## config.mk

```make
export PLATFORM = sky130hd
export DESIGN_NAME = trigger_regs
export DESIGN_NICKNAME = d
export VERILOG_FILES = /design/src/design/stim_pkg.sv /design/src/design/trigger_regs.sv
export SDC_FILE = /design/constraint.sdc
export NUM_CORES = 1
export LEC_CHECK = 0
export ABC_CLOCK_PERIOD_IN_PS = 1400
export BUFFER_PORTS_ARGS = -buffer_cell sky130_fd_sc_hd__buf_4
export CAP_MARGIN = 20
export CORE_UTILIZATION = 28
export CTS_CLUSTER_SIZE = 25
export DETAILED_ROUTE_END_ITERATION = 8
export PLACE_DENSITY = 0.51
export SKIP_LAST_GASP = 1
export SLEW_MARGIN = 20
export SYNTH_ARGS = -nofsm -noshare
export SYNTH_HDL_FRONTEND = slang
export SYNTH_SLANG_ARGS = --single-unit
```

## constraint.sdc

```tcl
create_clock -name ep50trig -period 1.4 [get_ports ep50trig]
set_input_delay 0 -clock ep50trig [delete_from_list [all_inputs] [get_ports ep50trig]]
set_output_delay 0 -clock ep50trig [all_outputs]
set_load 0.005 [all_outputs]
```

## src/design/stim_pkg.sv

```systemverilog
package stim_pkg;

    //////////////////////////////////////////////////
    // waveform memory geometry
    //////////////////////////////////////////////////

    // number of sample slots
    localparam int WAVE_DEPTH = 256;
    // address bits for WAVE_DEPTH slots
    localparam int WAVE_AW = 8;

    // rate half-count width, same as the clock generator input
    localparam int HALF_CNT_W = 18;

    //////////////////////////////////////////////////
    // word types
    //////////////////////////////////////////////////

    // one float length sample or one config word
    typedef logic [31:0] sample_t;
    // one pipe or wire word from the host
    typedef logic [15:0] halfword_t;
    typedef logic [HALF_CNT_W-1:0] half_cnt_t;
    typedef logic [WAVE_AW-1:0] wave_addr_t;
    // one bit wider than the address, holds 0 to WAVE_DEPTH
    typedef logic [WAVE_AW:0] wave_count_t;

    //////////////////////////////////////////////////
    // config register defaults and trigger bits
    //////////////////////////////////////////////////

    localparam half_cnt_t HALF_CNT_RESET = 18'd9;
    // float 0.9
    localparam sample_t PXI_LEN_RESET = 32'h3F66_6666;
    // nonzero picks the fixed length
    localparam sample_t SRC_SEL_RESET = 32'd1;

    localparam int TRIG_HALF_CNT = 0;
    localparam int TRIG_SRC_SEL = 7;
    localparam int TRIG_PXI_LEN = 8;

endpackage

```

## src/design/trigger_regs.sv

```systemverilog
module trigger_regs
    import stim_pkg::*;
(
    input  logic        ep50trig,
    input  logic        reset_global,
    // one bit per register, sampled every cycle
    input  logic [15:0] i_trig,
    input  halfword_t   i_wire_lo,
    input  halfword_t   i_wire_hi,
    output half_cnt_t   o_half_cnt,
    output sample_t     o_src_sel,
    output sample_t     o_pxi_len
);

    // full config word as the host presents it
    sample_t wire_word;

    assign wire_word = {i_wire_hi, i_wire_lo};

    //////////////////////////////////////////////////
    // host loaded registers
    //////////////////////////////////////////////////
    always_ff @(posedge ep50trig)
    begin
        if (reset_global)
        begin
            o_half_cnt <= HALF_CNT_RESET;
            o_src_sel  <= SRC_SEL_RESET;
            o_pxi_len  <= PXI_LEN_RESET;
        end
        else
        begin
            // rate, low wire only, zero-extended to 18 bits
            if (i_trig[TRIG_HALF_CNT])
                o_half_cnt <= half_cnt_t'(i_wire_lo);

            // zero selects the replayed waveform
            if (i_trig[TRIG_SRC_SEL])
                o_src_sel <= wire_word;

            // fixed muscle length as a float word
            if (i_trig[TRIG_PXI_LEN])
                o_pxi_len <= wire_word;
        end
    end

endmodule

```

After elaboration in Yosys (flattened, before gate mapping)
Index checks and enable logic that the tools add are counted.
Storage, ports and cells
  input port bits: 50
  flip-flop bits (word level): 80
  output and inout port bits: 82
  word-level logic and storage cells: 3

Depth between registers and ports, before layout
  depth after elaboration: 0
  depth in mapped cells: 4
  depth with buffers taken out: 2

Least setup slack after synthesis
Ideal clock, no wire load.
  path type: flip-flop to flip-flop
  from: register o_pxi_len[1] (netlist name)
  to: register o_pxi_len[1]
  setup slack: 637 ps
  cell stages (with the launch flop): 3
  clock period less this slack: 763 ps
  data required time: 1280 ps
  setup time: 120 ps
  arrival time: 643 ps
  path buffers: 0
  cell sequence: dfxtp_1 and2b_1 a211o_1
RTL lines
  end signal, assigned: RTL line trigger_regs.sv:43  | o_pxi_len <= wire_word;
  end, declared: RTL line trigger_regs.sv:12  | output sample_t o_pxi_len

Final worst setup path
  from: input port reset_global
  to: register o_src_sel[15]
RTL lines
  start, declared: RTL line trigger_regs.sv:5  | input logic reset_global,
  end signal, assigned: RTL line trigger_regs.sv:39  | o_src_sel <= wire_word;
  end, declared: RTL line trigger_regs.sv:11  | output sample_t o_src_sel,
No word-level cell between the ends.

==> run_results.csv <==
group,metric,value,unit
die,die_y,104,microns
die,die_w,104,microns
finish,antenna_cells,0,
clocking,cts_max_level,3,
global_routing,use_met3,3.07,%
power_and_ir_drop,power.total,4.70,mW
global_routing,grt_start_max_net_pins,35,
synth,ys_seq_elements,80,
clocking,hold_buffers,33,
worst_setup_path,crit_required,1.63,ns
detailed_routing,drc,0,
finish,final_nets,459,
synth,yosysWarnings,0,
detailed_routing,first_pass_iters,4,
clocking,cts_tree,"done",
clocking,clk_latency,0.33,ns
worst_setup_path,path_buf_inv,4,
timing,slew_violations,0,
place,dp_hpwl,4520,microns
worst_setup_path,cp-start-kind,"primary input",
power_and_ir_drop,power_density,1080,nW/um^2
timing,setup_viol,0,
synth,synthDistinctLibCells,12,
worst_setup_path,critical-path-slowest-cell,"dlygate4sd3_1",
worst_setup_path,crit_fanout,30,
timing,setup_tns,0,ns
place,dp_cells,498,
worst_setup_path,crit_top_cell,"buf_4",
detailed_routing,routed_wl,7030,microns
finish,final_core_util,43.9,%
timing,holdWs,0.141,ns
timing,tightest_slew,0.594,ns
timing,max-slew-margin-rel,60.4,%
clocking,post_cts_buffers,0,
worst_setup_path,slowest_delay,0.53,ns
place,port-buffer-count,116,
global_routing,grt_pass1_vias,2167,
detailed_routing,vias,2297,
timing,fin_ws,0.323,ns
global_routing,grt_util_met2,20.5,%
synth,synth.avg_cell_area,11.1,sq um
synth,synth-seq-area-share,55.1,%
global_routing,antenna_found_initial,0,
clocking,cts.sinks,80,
finish,drive_above_1_share,33.1,%
worst_setup_path,crit_arrival,1.31,ns
synth,netlist_area,2910,sq um
timing,skew,0,ns
synth,synth_area_leaders,"dfxtp_1, mux2i_1, nor2_1",
power_and_ir_drop,peakVddDrop,382,uV
timing,fmax,0.929,GHz
synth,yosys.area.top_type,"dfxtp_1",
worst_setup_path,crit_type,"primary input to flip-flop",
synth,synth_top_area_share,55.1,%
timing,fin_crit_sh,76.9,%
clocking,cts_resized,0,
die,initial_core_util,29.4,%
worst_setup_path,crit_chain,"dlygate4sd3_1, buf_4, buf_12, buf_4, nor2_1",
place,dpl_cell_area,3850,sq um
timing,rsz0062_at_grt,"no",
detailed_routing,ant_nets,0,
detailed_routing,wl_per_cell,12.9,microns
worst_setup_path,r2r-start,"o_pxi_len[1]",
global_routing,grt-ovfl-total,0,
synth,synthCells,263,
finish,final_area,4350,sq um
detailed_routing,vias_per_cell,4.20,
die,dieArea,10800,sq um
finish,final_cells,547,
finish,syn2layout_area_growth,49.5,%
global_routing,grtUsageTotal,13.0,%
hold_path,hp-start,"i_trig[0]",
worst_setup_path,cp-startpoint,"reset_global",
global_routing,top_usage_layer,"met2",
run,drv_cap,0,
timing,period_minus_slack,1.08,ns
clocking,clockBufferDepth,2,
timing,finalHoldViolCount,0,
worst_setup_path,critical_path.endpoint_type,"flip-flop",
worst_setup_path,path_delay_family,"buffers and inverters",
clocking,numCtsBuffers,9,
die,io_pins,132,
clocking,ctsRootBufferMaster,"clkbuf_8",
die,rows,36,
global_routing,gr-usage-met1,16.6,%
place,pre_cts_slack,0.389,ns
place,gp_congestion,0.649,
detailed_routing,first_iter_violations,57,
die,core,9910,sq um
clocking,clk_pin_slew,0.08,ns
status,status,"complete, no violations",
hold_path,hold_path_class,"primary input to flip-flop",
global_routing,grt_pass1_wl,11100,microns
power_and_ir_drop,leakage,2.09,nW
-- registers in the layout, indices dropped and copies added (netlist names) --
| name | count |
|---|---|
| o_pxi_len | 32 |
| o_src_sel | 32 |
| o_half_cnt | 16 |
-- cells in the mapped netlist, drive strengths merged --
| master | n |
|---|---|
| conb | 1 |
| a211o | 21 |
| and2b | 3 |
| nor2b | 18 |
| mux2i | 59 |
| nor2 | 59 |
| clkbuf | 5 |
| dfxtp | 80 |
| buf | 17 |
-- cell type report --
class                           instances  area (sq um)
Clock buffer                           11           131
Tap cell                              133           166
Clock inverter                          5          33.8
Fill cell                            1001          5560
Timing Repair Buffer                  156          1280
Sequential cell                        80          1600
Multi-Input combinational cell        162          1140
-- cell families (layout without fill, tap and decap cells) --
logic type / Yosys count / after routing / synth area share [%]
buffers and inverters: 22 / 172 / 5.94
other: 1 / 2 / 0.129
and+or+nand+nor: 80 / 80 / 12.3
DFF: 80 / 80 / 55.1
muxes: 59 / 59 / 20.3
AOI/OAI and AO/OA: 21 / 21 / 6.32
-- final timing paths --
path / to / cells after the start / slack (ns)
max: o_src_sel[15] / 5 / 0.32
min: o_half_cnt[8] / 3 / 0.14
max reg2reg: o_pxi_len[1] / 2 / 0.62
min reg2reg: o_src_sel[31] / 2 / 0.50
-- worst min-delay path: stages --
cell	delay, ns
buf_4	0.22
mux2i_1	0.15
nor2_1	0.07
-- cells in the final DEF (no fill, tap or decap), drive strengths merged --
master	instances
a211o	21
and2b	3
buf	123
clkbuf	11
clkinv	3
clkinvlp	2
conb	2
dfxtp	80
dlygate4sd3	33
mux2i	59
nor2	59
nor2b	18
-- power by group --
group	internal, mW	switching [mW]
clock	0.642	0.821
combinational	0.451	0.298
sequential	2.42	0.0707
-- per-layer routing --
| metal | part of all wire [%] | up-vias |
|---|---|---|
| li1 | - | 1164 |
| met1 | 47 | 1061 |
| met2 | 47 | 64 |
| met3 | 4.9 | 8 |
| met4 | 1.4 | 0 |
| met5 | 0 | - |
Power figures use the tool's default switching activity.
