--- config.mk ---
export PLATFORM = sky130hd
export DESIGN_NAME = pipe_word_assembler_flat
export DESIGN_NICKNAME = d
export VERILOG_FILES = /design/src/design/stim_pkg.sv /design/src/design/wave_if.sv /design/src/design/pipe_word_assembler.sv /design/src/flat_wrapper.sv
export SDC_FILE = /design/constraint.sdc
export NUM_CORES = 1
export LEC_CHECK = 0
export BUFFER_PORTS_ARGS = -buffer_cell sky130_fd_sc_hd__clkbuf_2
export CORE_MARGIN = 2
export CORE_UTILIZATION = 37
export DETAILED_ROUTE_END_ITERATION = 16
export HOLD_SLACK_MARGIN = 0.08
export PLACE_DENSITY = 0.71
export SLEW_MARGIN = 20
export SYNTH_ARGS = -nofsm -noshare
export SYNTH_HDL_FRONTEND = slang
export SYNTH_SLANG_ARGS = --single-unit
--- constraint.sdc ---
create_clock -name ep50trig -period 1.59 [get_ports ep50trig]
set_input_delay 0 -clock ep50trig [delete_from_list [all_inputs] [get_ports ep50trig]]
set_output_delay 0 -clock ep50trig [all_outputs]
set_load 0.03 [all_outputs]
--- src/design/stim_pkg.sv ---
package stim_pkg;

    //////////////////////////////////////////////////
    // waveform memory geometry
    //////////////////////////////////////////////////

    // number of sample slots
    localparam int WAVE_DEPTH = 256;
    // address bits for WAVE_DEPTH slots
    localparam int WAVE_AW = 8;

    // rate half-count width, same as the clock generator input
    localparam int HALF_CNT_W = 18;

    //////////////////////////////////////////////////
    // word types
    //////////////////////////////////////////////////

    // one float length sample or one config word
    typedef logic [31:0] sample_t;
    // one pipe or wire word from the host
    typedef logic [15:0] halfword_t;
    typedef logic [HALF_CNT_W-1:0] half_cnt_t;
    typedef logic [WAVE_AW-1:0] wave_addr_t;
    // one bit wider than the address, holds 0 to WAVE_DEPTH
    typedef logic [WAVE_AW:0] wave_count_t;

    //////////////////////////////////////////////////
    // config register defaults and trigger bits
    //////////////////////////////////////////////////

    localparam half_cnt_t HALF_CNT_RESET = 18'd9;
    // float 0.9
    localparam sample_t PXI_LEN_RESET = 32'h3F66_6666;
    // nonzero picks the fixed length
    localparam sample_t SRC_SEL_RESET = 32'd1;

    localparam int TRIG_HALF_CNT = 0;
    localparam int TRIG_SRC_SEL = 7;
    localparam int TRIG_PXI_LEN = 8;

endpackage

--- src/design/wave_if.sv ---
// producer to buffer, write side
interface wave_wr_if
    import stim_pkg::*;
();
    // one strobe per sample, no ready
    logic       wr_en;
    wave_addr_t wr_addr;
    sample_t    wr_data;
    // drops the loaded-sample count back to zero
    logic       wr_clear;

    modport wr (output wr_en, output wr_addr, output wr_data, output wr_clear);
    modport wr_in (input wr_en, input wr_addr, input wr_data, input wr_clear);
endinterface


--- src/design/pipe_word_assembler.sv ---
module pipe_word_assembler
    import stim_pkg::*;
(
    input  logic      ep50trig,
    input  logic      reset_global,
    input  logic      i_reset_sim,
    input  logic      i_pipe_write,
    input  halfword_t i_pipe_data,
    wave_wr_if.wr     wr
);

    // low half waiting for its partner
    halfword_t   low_half;
    // set while the next pipe word is a high half
    logic        hi_next;
    // next free slot, stops at WAVE_DEPTH
    wave_count_t wr_ptr;
    logic        mem_full;

    assign mem_full = (wr_ptr == wave_count_t'(WAVE_DEPTH));

    //////////////////////////////////////////////////
    // pairing state and write strobe
    //////////////////////////////////////////////////
    always_ff @(posedge ep50trig)
    begin
        if (reset_global)
        begin
            hi_next     <= 1'b0;
            wr_ptr      <= '0;
            wr.wr_en    <= 1'b0;
            wr.wr_clear <= 1'b0;
        end
        else if (i_reset_sim)
        begin
            // restart pairing, tell the ram to forget its samples
            hi_next     <= 1'b0;
            wr_ptr      <= '0;
            wr.wr_en    <= 1'b0;
            wr.wr_clear <= 1'b1;
        end
        else
        begin
            wr.wr_clear <= 1'b0;
            wr.wr_en    <= 1'b0;
            if (i_pipe_write)
            begin
                hi_next <= ~hi_next;
                // high half completes a sample, dropped once full
                if (hi_next && !mem_full)
                begin
                    wr.wr_en <= 1'b1;
                    wr_ptr   <= wr_ptr + wave_count_t'(1);
                end
            end
        end
    end

    // sample payload, low half first on the pipe
    always_ff @(posedge ep50trig)
    begin
        if (i_pipe_write && !hi_next)
            low_half <= i_pipe_data;
        if (i_pipe_write && hi_next)
        begin
            wr.wr_addr <= wr_ptr[WAVE_AW-1:0];
            wr.wr_data <= {i_pipe_data, low_half};
        end
    end

endmodule

--- src/flat_wrapper.sv ---
// flat-port wrapper written by rule: the top's interface ports become plain ports
module pipe_word_assembler_flat import stim_pkg::*;
  (ep50trig, reset_global, i_reset_sim, i_pipe_write, i_pipe_data, wr_wr_en, wr_wr_addr, wr_wr_data, wr_wr_clear);
  wave_wr_if wr_i ();
  input  logic ep50trig;
  input  logic reset_global;
  input  logic i_reset_sim;
  input  logic i_pipe_write;
  input  halfword_t i_pipe_data;
  output wire logic [$bits(wr_i.wr_en)-1:0] wr_wr_en;
  output wire logic [$bits(wr_i.wr_addr)-1:0] wr_wr_addr;
  output wire logic [$bits(wr_i.wr_data)-1:0] wr_wr_data;
  output wire logic [$bits(wr_i.wr_clear)-1:0] wr_wr_clear;
  assign wr_wr_en = wr_i.wr_en;
  assign wr_wr_addr = wr_i.wr_addr;
  assign wr_wr_data = wr_i.wr_data;
  assign wr_wr_clear = wr_i.wr_clear;
  pipe_word_assembler u_core (.ep50trig(ep50trig), .reset_global(reset_global), .i_reset_sim(i_reset_sim), .i_pipe_write(i_pipe_write), .i_pipe_data(i_pipe_data), .wr(wr_i));
endmodule
=== Word-level counts from Yosys, hierarchy flattened ===
Index checks and enable logic that the tools add are counted.

* $add $sub $neg: 1
* Equal/unequal tests: 1
* Mux-type cells: 2
* Bitwise gates (word level): 2
* Reduce and logical (&&, ||, !) cells: 8

{| class="wikitable"
|+ Operators by type and width
! kind !! number
|-
| $add A9 B1 Y9 const B || 1
|-
| $eq A9 B9 Y1 const B || 1
|-
| $logic_and A1 B1 Y1 || 3
|-
| $reduce_or A3 Y1 || 1
|-
| $logic_not A1 Y1 || 2
|-
| $mux W1 || 2
|-
| $not A1 Y1 || 2
|-
| $reduce_and A2 Y1 || 1
|-
| $reduce_or A2 Y1 || 1
|}

* Bits in registers: 68
* Input port bits: 20
* Output and inout port bits: 42
* Logic and storage cells: 21

=== Depth between registers and ports, before layout ===
* Depth after elaboration: 4
* Depth in mapped cells: 5
* Mapped depth without buffers: 5

=== Least setup slack after synthesis ===
No wires, ideal clock.

* Path type: register to register
* Start: reg u_core.hi_next
* End: reg u_core.wr.wr_addr[0] (enable)
* Setup time: 394 ps
* Arrival time: 1360 ps
* Slack: -164 ps
* Cell stages (with the launch flop): 3
* Period minus slack after synthesis: 1754 ps
* Path through: dfxtp_1 > nand2_1 > inv_1

* Word-level cells in the longest chain between the ends: 1

{| class="wikitable"
|+ RTL lines
! what !! RTL line !! RTL
|-
| start: declaration || pipe_word_assembler.sv:15 || <nowiki>logic hi_next;</nowiki>
|-
| start signal: assignment || pipe_word_assembler.sv:48 || <nowiki>hi_next <= ~hi_next;</nowiki>
|-
| $logic_and A1 B1 Y1 || pipe_word_assembler.sv:64 || <nowiki>if (i_pipe_write && hi_next)</nowiki>
|-
| end signal: assignment || pipe_word_assembler.sv:66 || <nowiki>wr.wr_addr <= wr_ptr[WAVE_AW-1:0];</nowiki>
|-
| end: declaration || wave_if.sv:12 || <nowiki>modport wr (output wr_en, output wr_addr, output wr_data, output wr_clear);</nowiki>
|}

No other way between the ends.
A chain may end at the register's enable or synchronous reset.

=== Worst setup path after layout ===
* Start: in reset_global
* End: reg u_core.hi_next

* Word-level cells in the longest chain between the ends: 1

{| class="wikitable"
|+ RTL lines
! what !! RTL line !! RTL
|-
| start: declaration || flat_wrapper.sv:6 || <nowiki>input logic reset_global;</nowiki>
|-
| $reduce_or A2 Y1 (no line) || -- ||
|}

No other way between the ends.

==> run metrics <==
status completed; most frequent cells after synthesis edfxtp_1 (56), dfxtp_1 (12), a21oi_1 (7); register bit total from synthesis 68; multi-input logic area around 310 µm²; TNS Setup 0 ns; synthesized area per cell around 19 µm²; Leak 1.16 nW; Cells after Synth approximately 120; sequential area share after synthesis 85.9%; Initial Util a little under two fifths; Clock transition at path regs 0.06 ns; Finish-stage setup viols 0; EDFF count, synth 56; DR iter-0 viols between 90 and 100; final count of pins violating max slew 0; vias after detailed routing ~1,300; maximum buffer depth of the clock tree 2; H-Tree Level Count 3; Synth-to-Final Area Change 37.3%; Peak Freq 700 MHz; Req. time, crit path around 1.9 ns; vias in the first global route between 1,000 and 1,500; maxcap violations 0; critical path capture point type flop; main area contributors after synthesis edfxtp_1 (75%), dfxtp_1 (11%), a21oi_1 (1.6%), ha_1 (1.1%), nand3_1 (1.1%); Final Cycle Share 89.9%; ys flop type edfxtp_1; GPL Wtd Cong about 0.80; final hold vios 0; largest net degree at the start of global routing 27; top-area cell type share of the netlist area between 70 and 80%; fraction of layout cells with a size suffix above 1 a little under two fifths; DRT antenna net count 0; Fin Clk Skew ~0.006 ns; Final HPWL DP 2560 µm; post-synthesis net count 140; antenna violations before repair 0; drt pass-1 iters 4; Worst Hold Class in -> reg; ANT cells 0; total congestion overflow 0; Site Rows 28; synth unique cells 22; GR Util All Layers 13.1%; fillers 497; RSZ-0062 raised after global routing no; drt via density about 4.6; area of the die 6680 µm²; first-pass GRT wire length just over 6000 µm; WP data arrival 1.70 ns; hold slack between 0.4 and 0.5 ns; Max VDD drop 0.558 mV; CP Class in -> reg; Routed WL around 4000 µm; Core ar. around 6000 µm²; minimum clock period ~1.4 ns; pwr/cell area about 1100 nW/µm²; Port Buffer Count 61; cell taking the most area after synthesis edfxtp_1; I/O Pins 62; CTS tree done; flip-flop and latch area about 1900 µm²; Overall Power roughly 3.5 mW; FFs w/ async S/R, synth 0%; wire per inst approximately 13 µm; Worst Tran Pin Value 0.340 ns; CTS sink count 68; DRC Markers 0; clk_lat worst skew approximately 0.32 ns; slew margin rel. around 77%; total CTS buffers 9; crit-path max FO 8; top-count cell post-synth edfxtp_1; Total Nets Final approximately 240; clock root buffer clkbuf_8; Post-Syn Area around 2200 µm²; Startpoint Class primary input; yosys warns 0; Die H just over 80 µm; Die X slightly above 80 µm
==> flip-flops by register name, indices dropped and copies added, names as in the netlist <==
register,flops
u_core.hi_next,1
u_core.low_half,16
u_core.wr.wr_addr,8
u_core.wr.wr_data,32
u_core.wr.wr_clear,1
u_core.wr.wr_en,1
u_core.wr_ptr,9
==> worst max-delay path, cell delays in order <==
cell and delay [ns]:
dlygate4sd3_1 0.54, clkbuf_2 0.12, or2_2 0.38, nor2_1 0.12, dlygate4sd3_1 0.54
==> kinds of logic (layout without fill, tap and decap cells) <==
group,count (synthesis),in the layout,synth area share [%]
DFF,68,68,85.9
and+or+nand+nor,27,27,7.44
AOI/OAI and AO/OA,14,14,3.58
buffers and inverters,4,104,0.671
adders and majority gates,2,2,1.12
muxes,2,2,0.895
xor gates and xnor gates,1,1,0.392
==> final timing paths <==
| kind | cells after the start | start | slack [ns] | to |
|---|---|---|---|---|
| setup reg to reg | 4 | u_core.wr_ptr[1]$_SDFFE_PP0P_ | 0.18 | u_core.wr_ptr[8]$_SDFFE_PP0P_ |
| setup / recovery | 5 | reset_global | 0.16 | u_core.hi_next$_SDFFE_PP0P_ |
| hold reg to reg | 0 | u_core.low_half[5]$_DFFE_PP_ | 0.41 | u_core.wr.wr_data[5]$_DFFE_PP_ |
| hold / removal | 2 | i_pipe_data[0] | 0.41 | u_core.wr.wr_data[16]$_DFFE_PP_ |
==> report_power, final <==
| part | leakage [nW] | internal (mW) | switching [mW] |
|---|---|---|---|
| combinational | 0.439 | 0.0758 | 0.103 |
| sequential | 0.629 | 1.98 | 0.0142 |
| clock | 0.0914 | 0.722 | 0.559 |
==> cell usage in the layout (no fill, tap or decap) <==
master / synthesis / routed
clkbuf_2: 0 / 61
edfxtp_1: 56 / 56
dlygate4sd3_1: 0 / 21
dfxtp_1: 12 / 11
clkbuf_8: 0 / 9
nand2_1: 6 / 6
a21oi_1: 7 / 6
nand3_1: 5 / 5
o21ai_0: 4 / 4
or3_1: 4 / 4
clkbuf_1: 1 / 4
inv_1: 3 / 2
nor2b_1: 2 / 2
o31ai_1: 2 / 2
or4_1: 2 / 2
nor2_1: 2 / 2
mux2i_1: 2 / 2
ha_1: 2 / 2
clkinv_2: 0 / 2
buf_4: 0 / 2
clkinvlp_4: 0 / 1
nand4_4: 1 / 1
or2_2: 1 / 1
nor3b_1: 1 / 1
nor4b_2: 0 / 1
nor4b_1: 2 / 1
a21oi_2: 0 / 1
a32o_1: 1 / 1
and2_1: 1 / 1
xnor2_1: 1 / 1
bufinv_16: 0 / 1
buf_12: 0 / 1
dfxtp_2: 0 / 1
==> per-layer routing <==
| metal | GRT usage (%) | wire (µm) |
|---|---|---|
| met1 | 15.8 | 1770 |
| met2 | 20.4 | 1840 |
| met3 | 5.82 | 258 |
| met4 | 5.50 | 53 |
| met5 | 0 | 0 |
==> what timing repair did <==
action,CTS,global route
hold buffers,21,0
endpoints found under the hold margin,43,0
endpoints found under the setup margin,0,6
resized for setup,0,3
setup buffers,0,0
==> per-stage QoR <==
stage / instances / utilization [%] / worst slack [ns] / area, µm²
2_1_floorplan: 118 / - / 0.0771 / 2240
5_1_grt: 293 / 52.2 / 0.00440 / 3070
4_1_cts: 293 / 52.0 / 0.0495 / 3060
6_report: 293 / 52.2 / 0.161 / 3070
3_3_place_gp: 256 / 45.4 / 0.143 / 2670
3_5_place_dp: 256 / 45.4 / 0.109 / 2670
==> cell type report <==
class | count | area share [%]
flip-flops and latches | 68 | 62.6
clock buffers | 13 | 4.52
clock inverters | 3 | 1.30
repair buffers | 85 | 17.9
well taps | 75 | 3.05
inverters | 3 | 0.489
multi-input cells | 46 | 10.1
No activity file was read; power rests on OpenSTA's default activity.
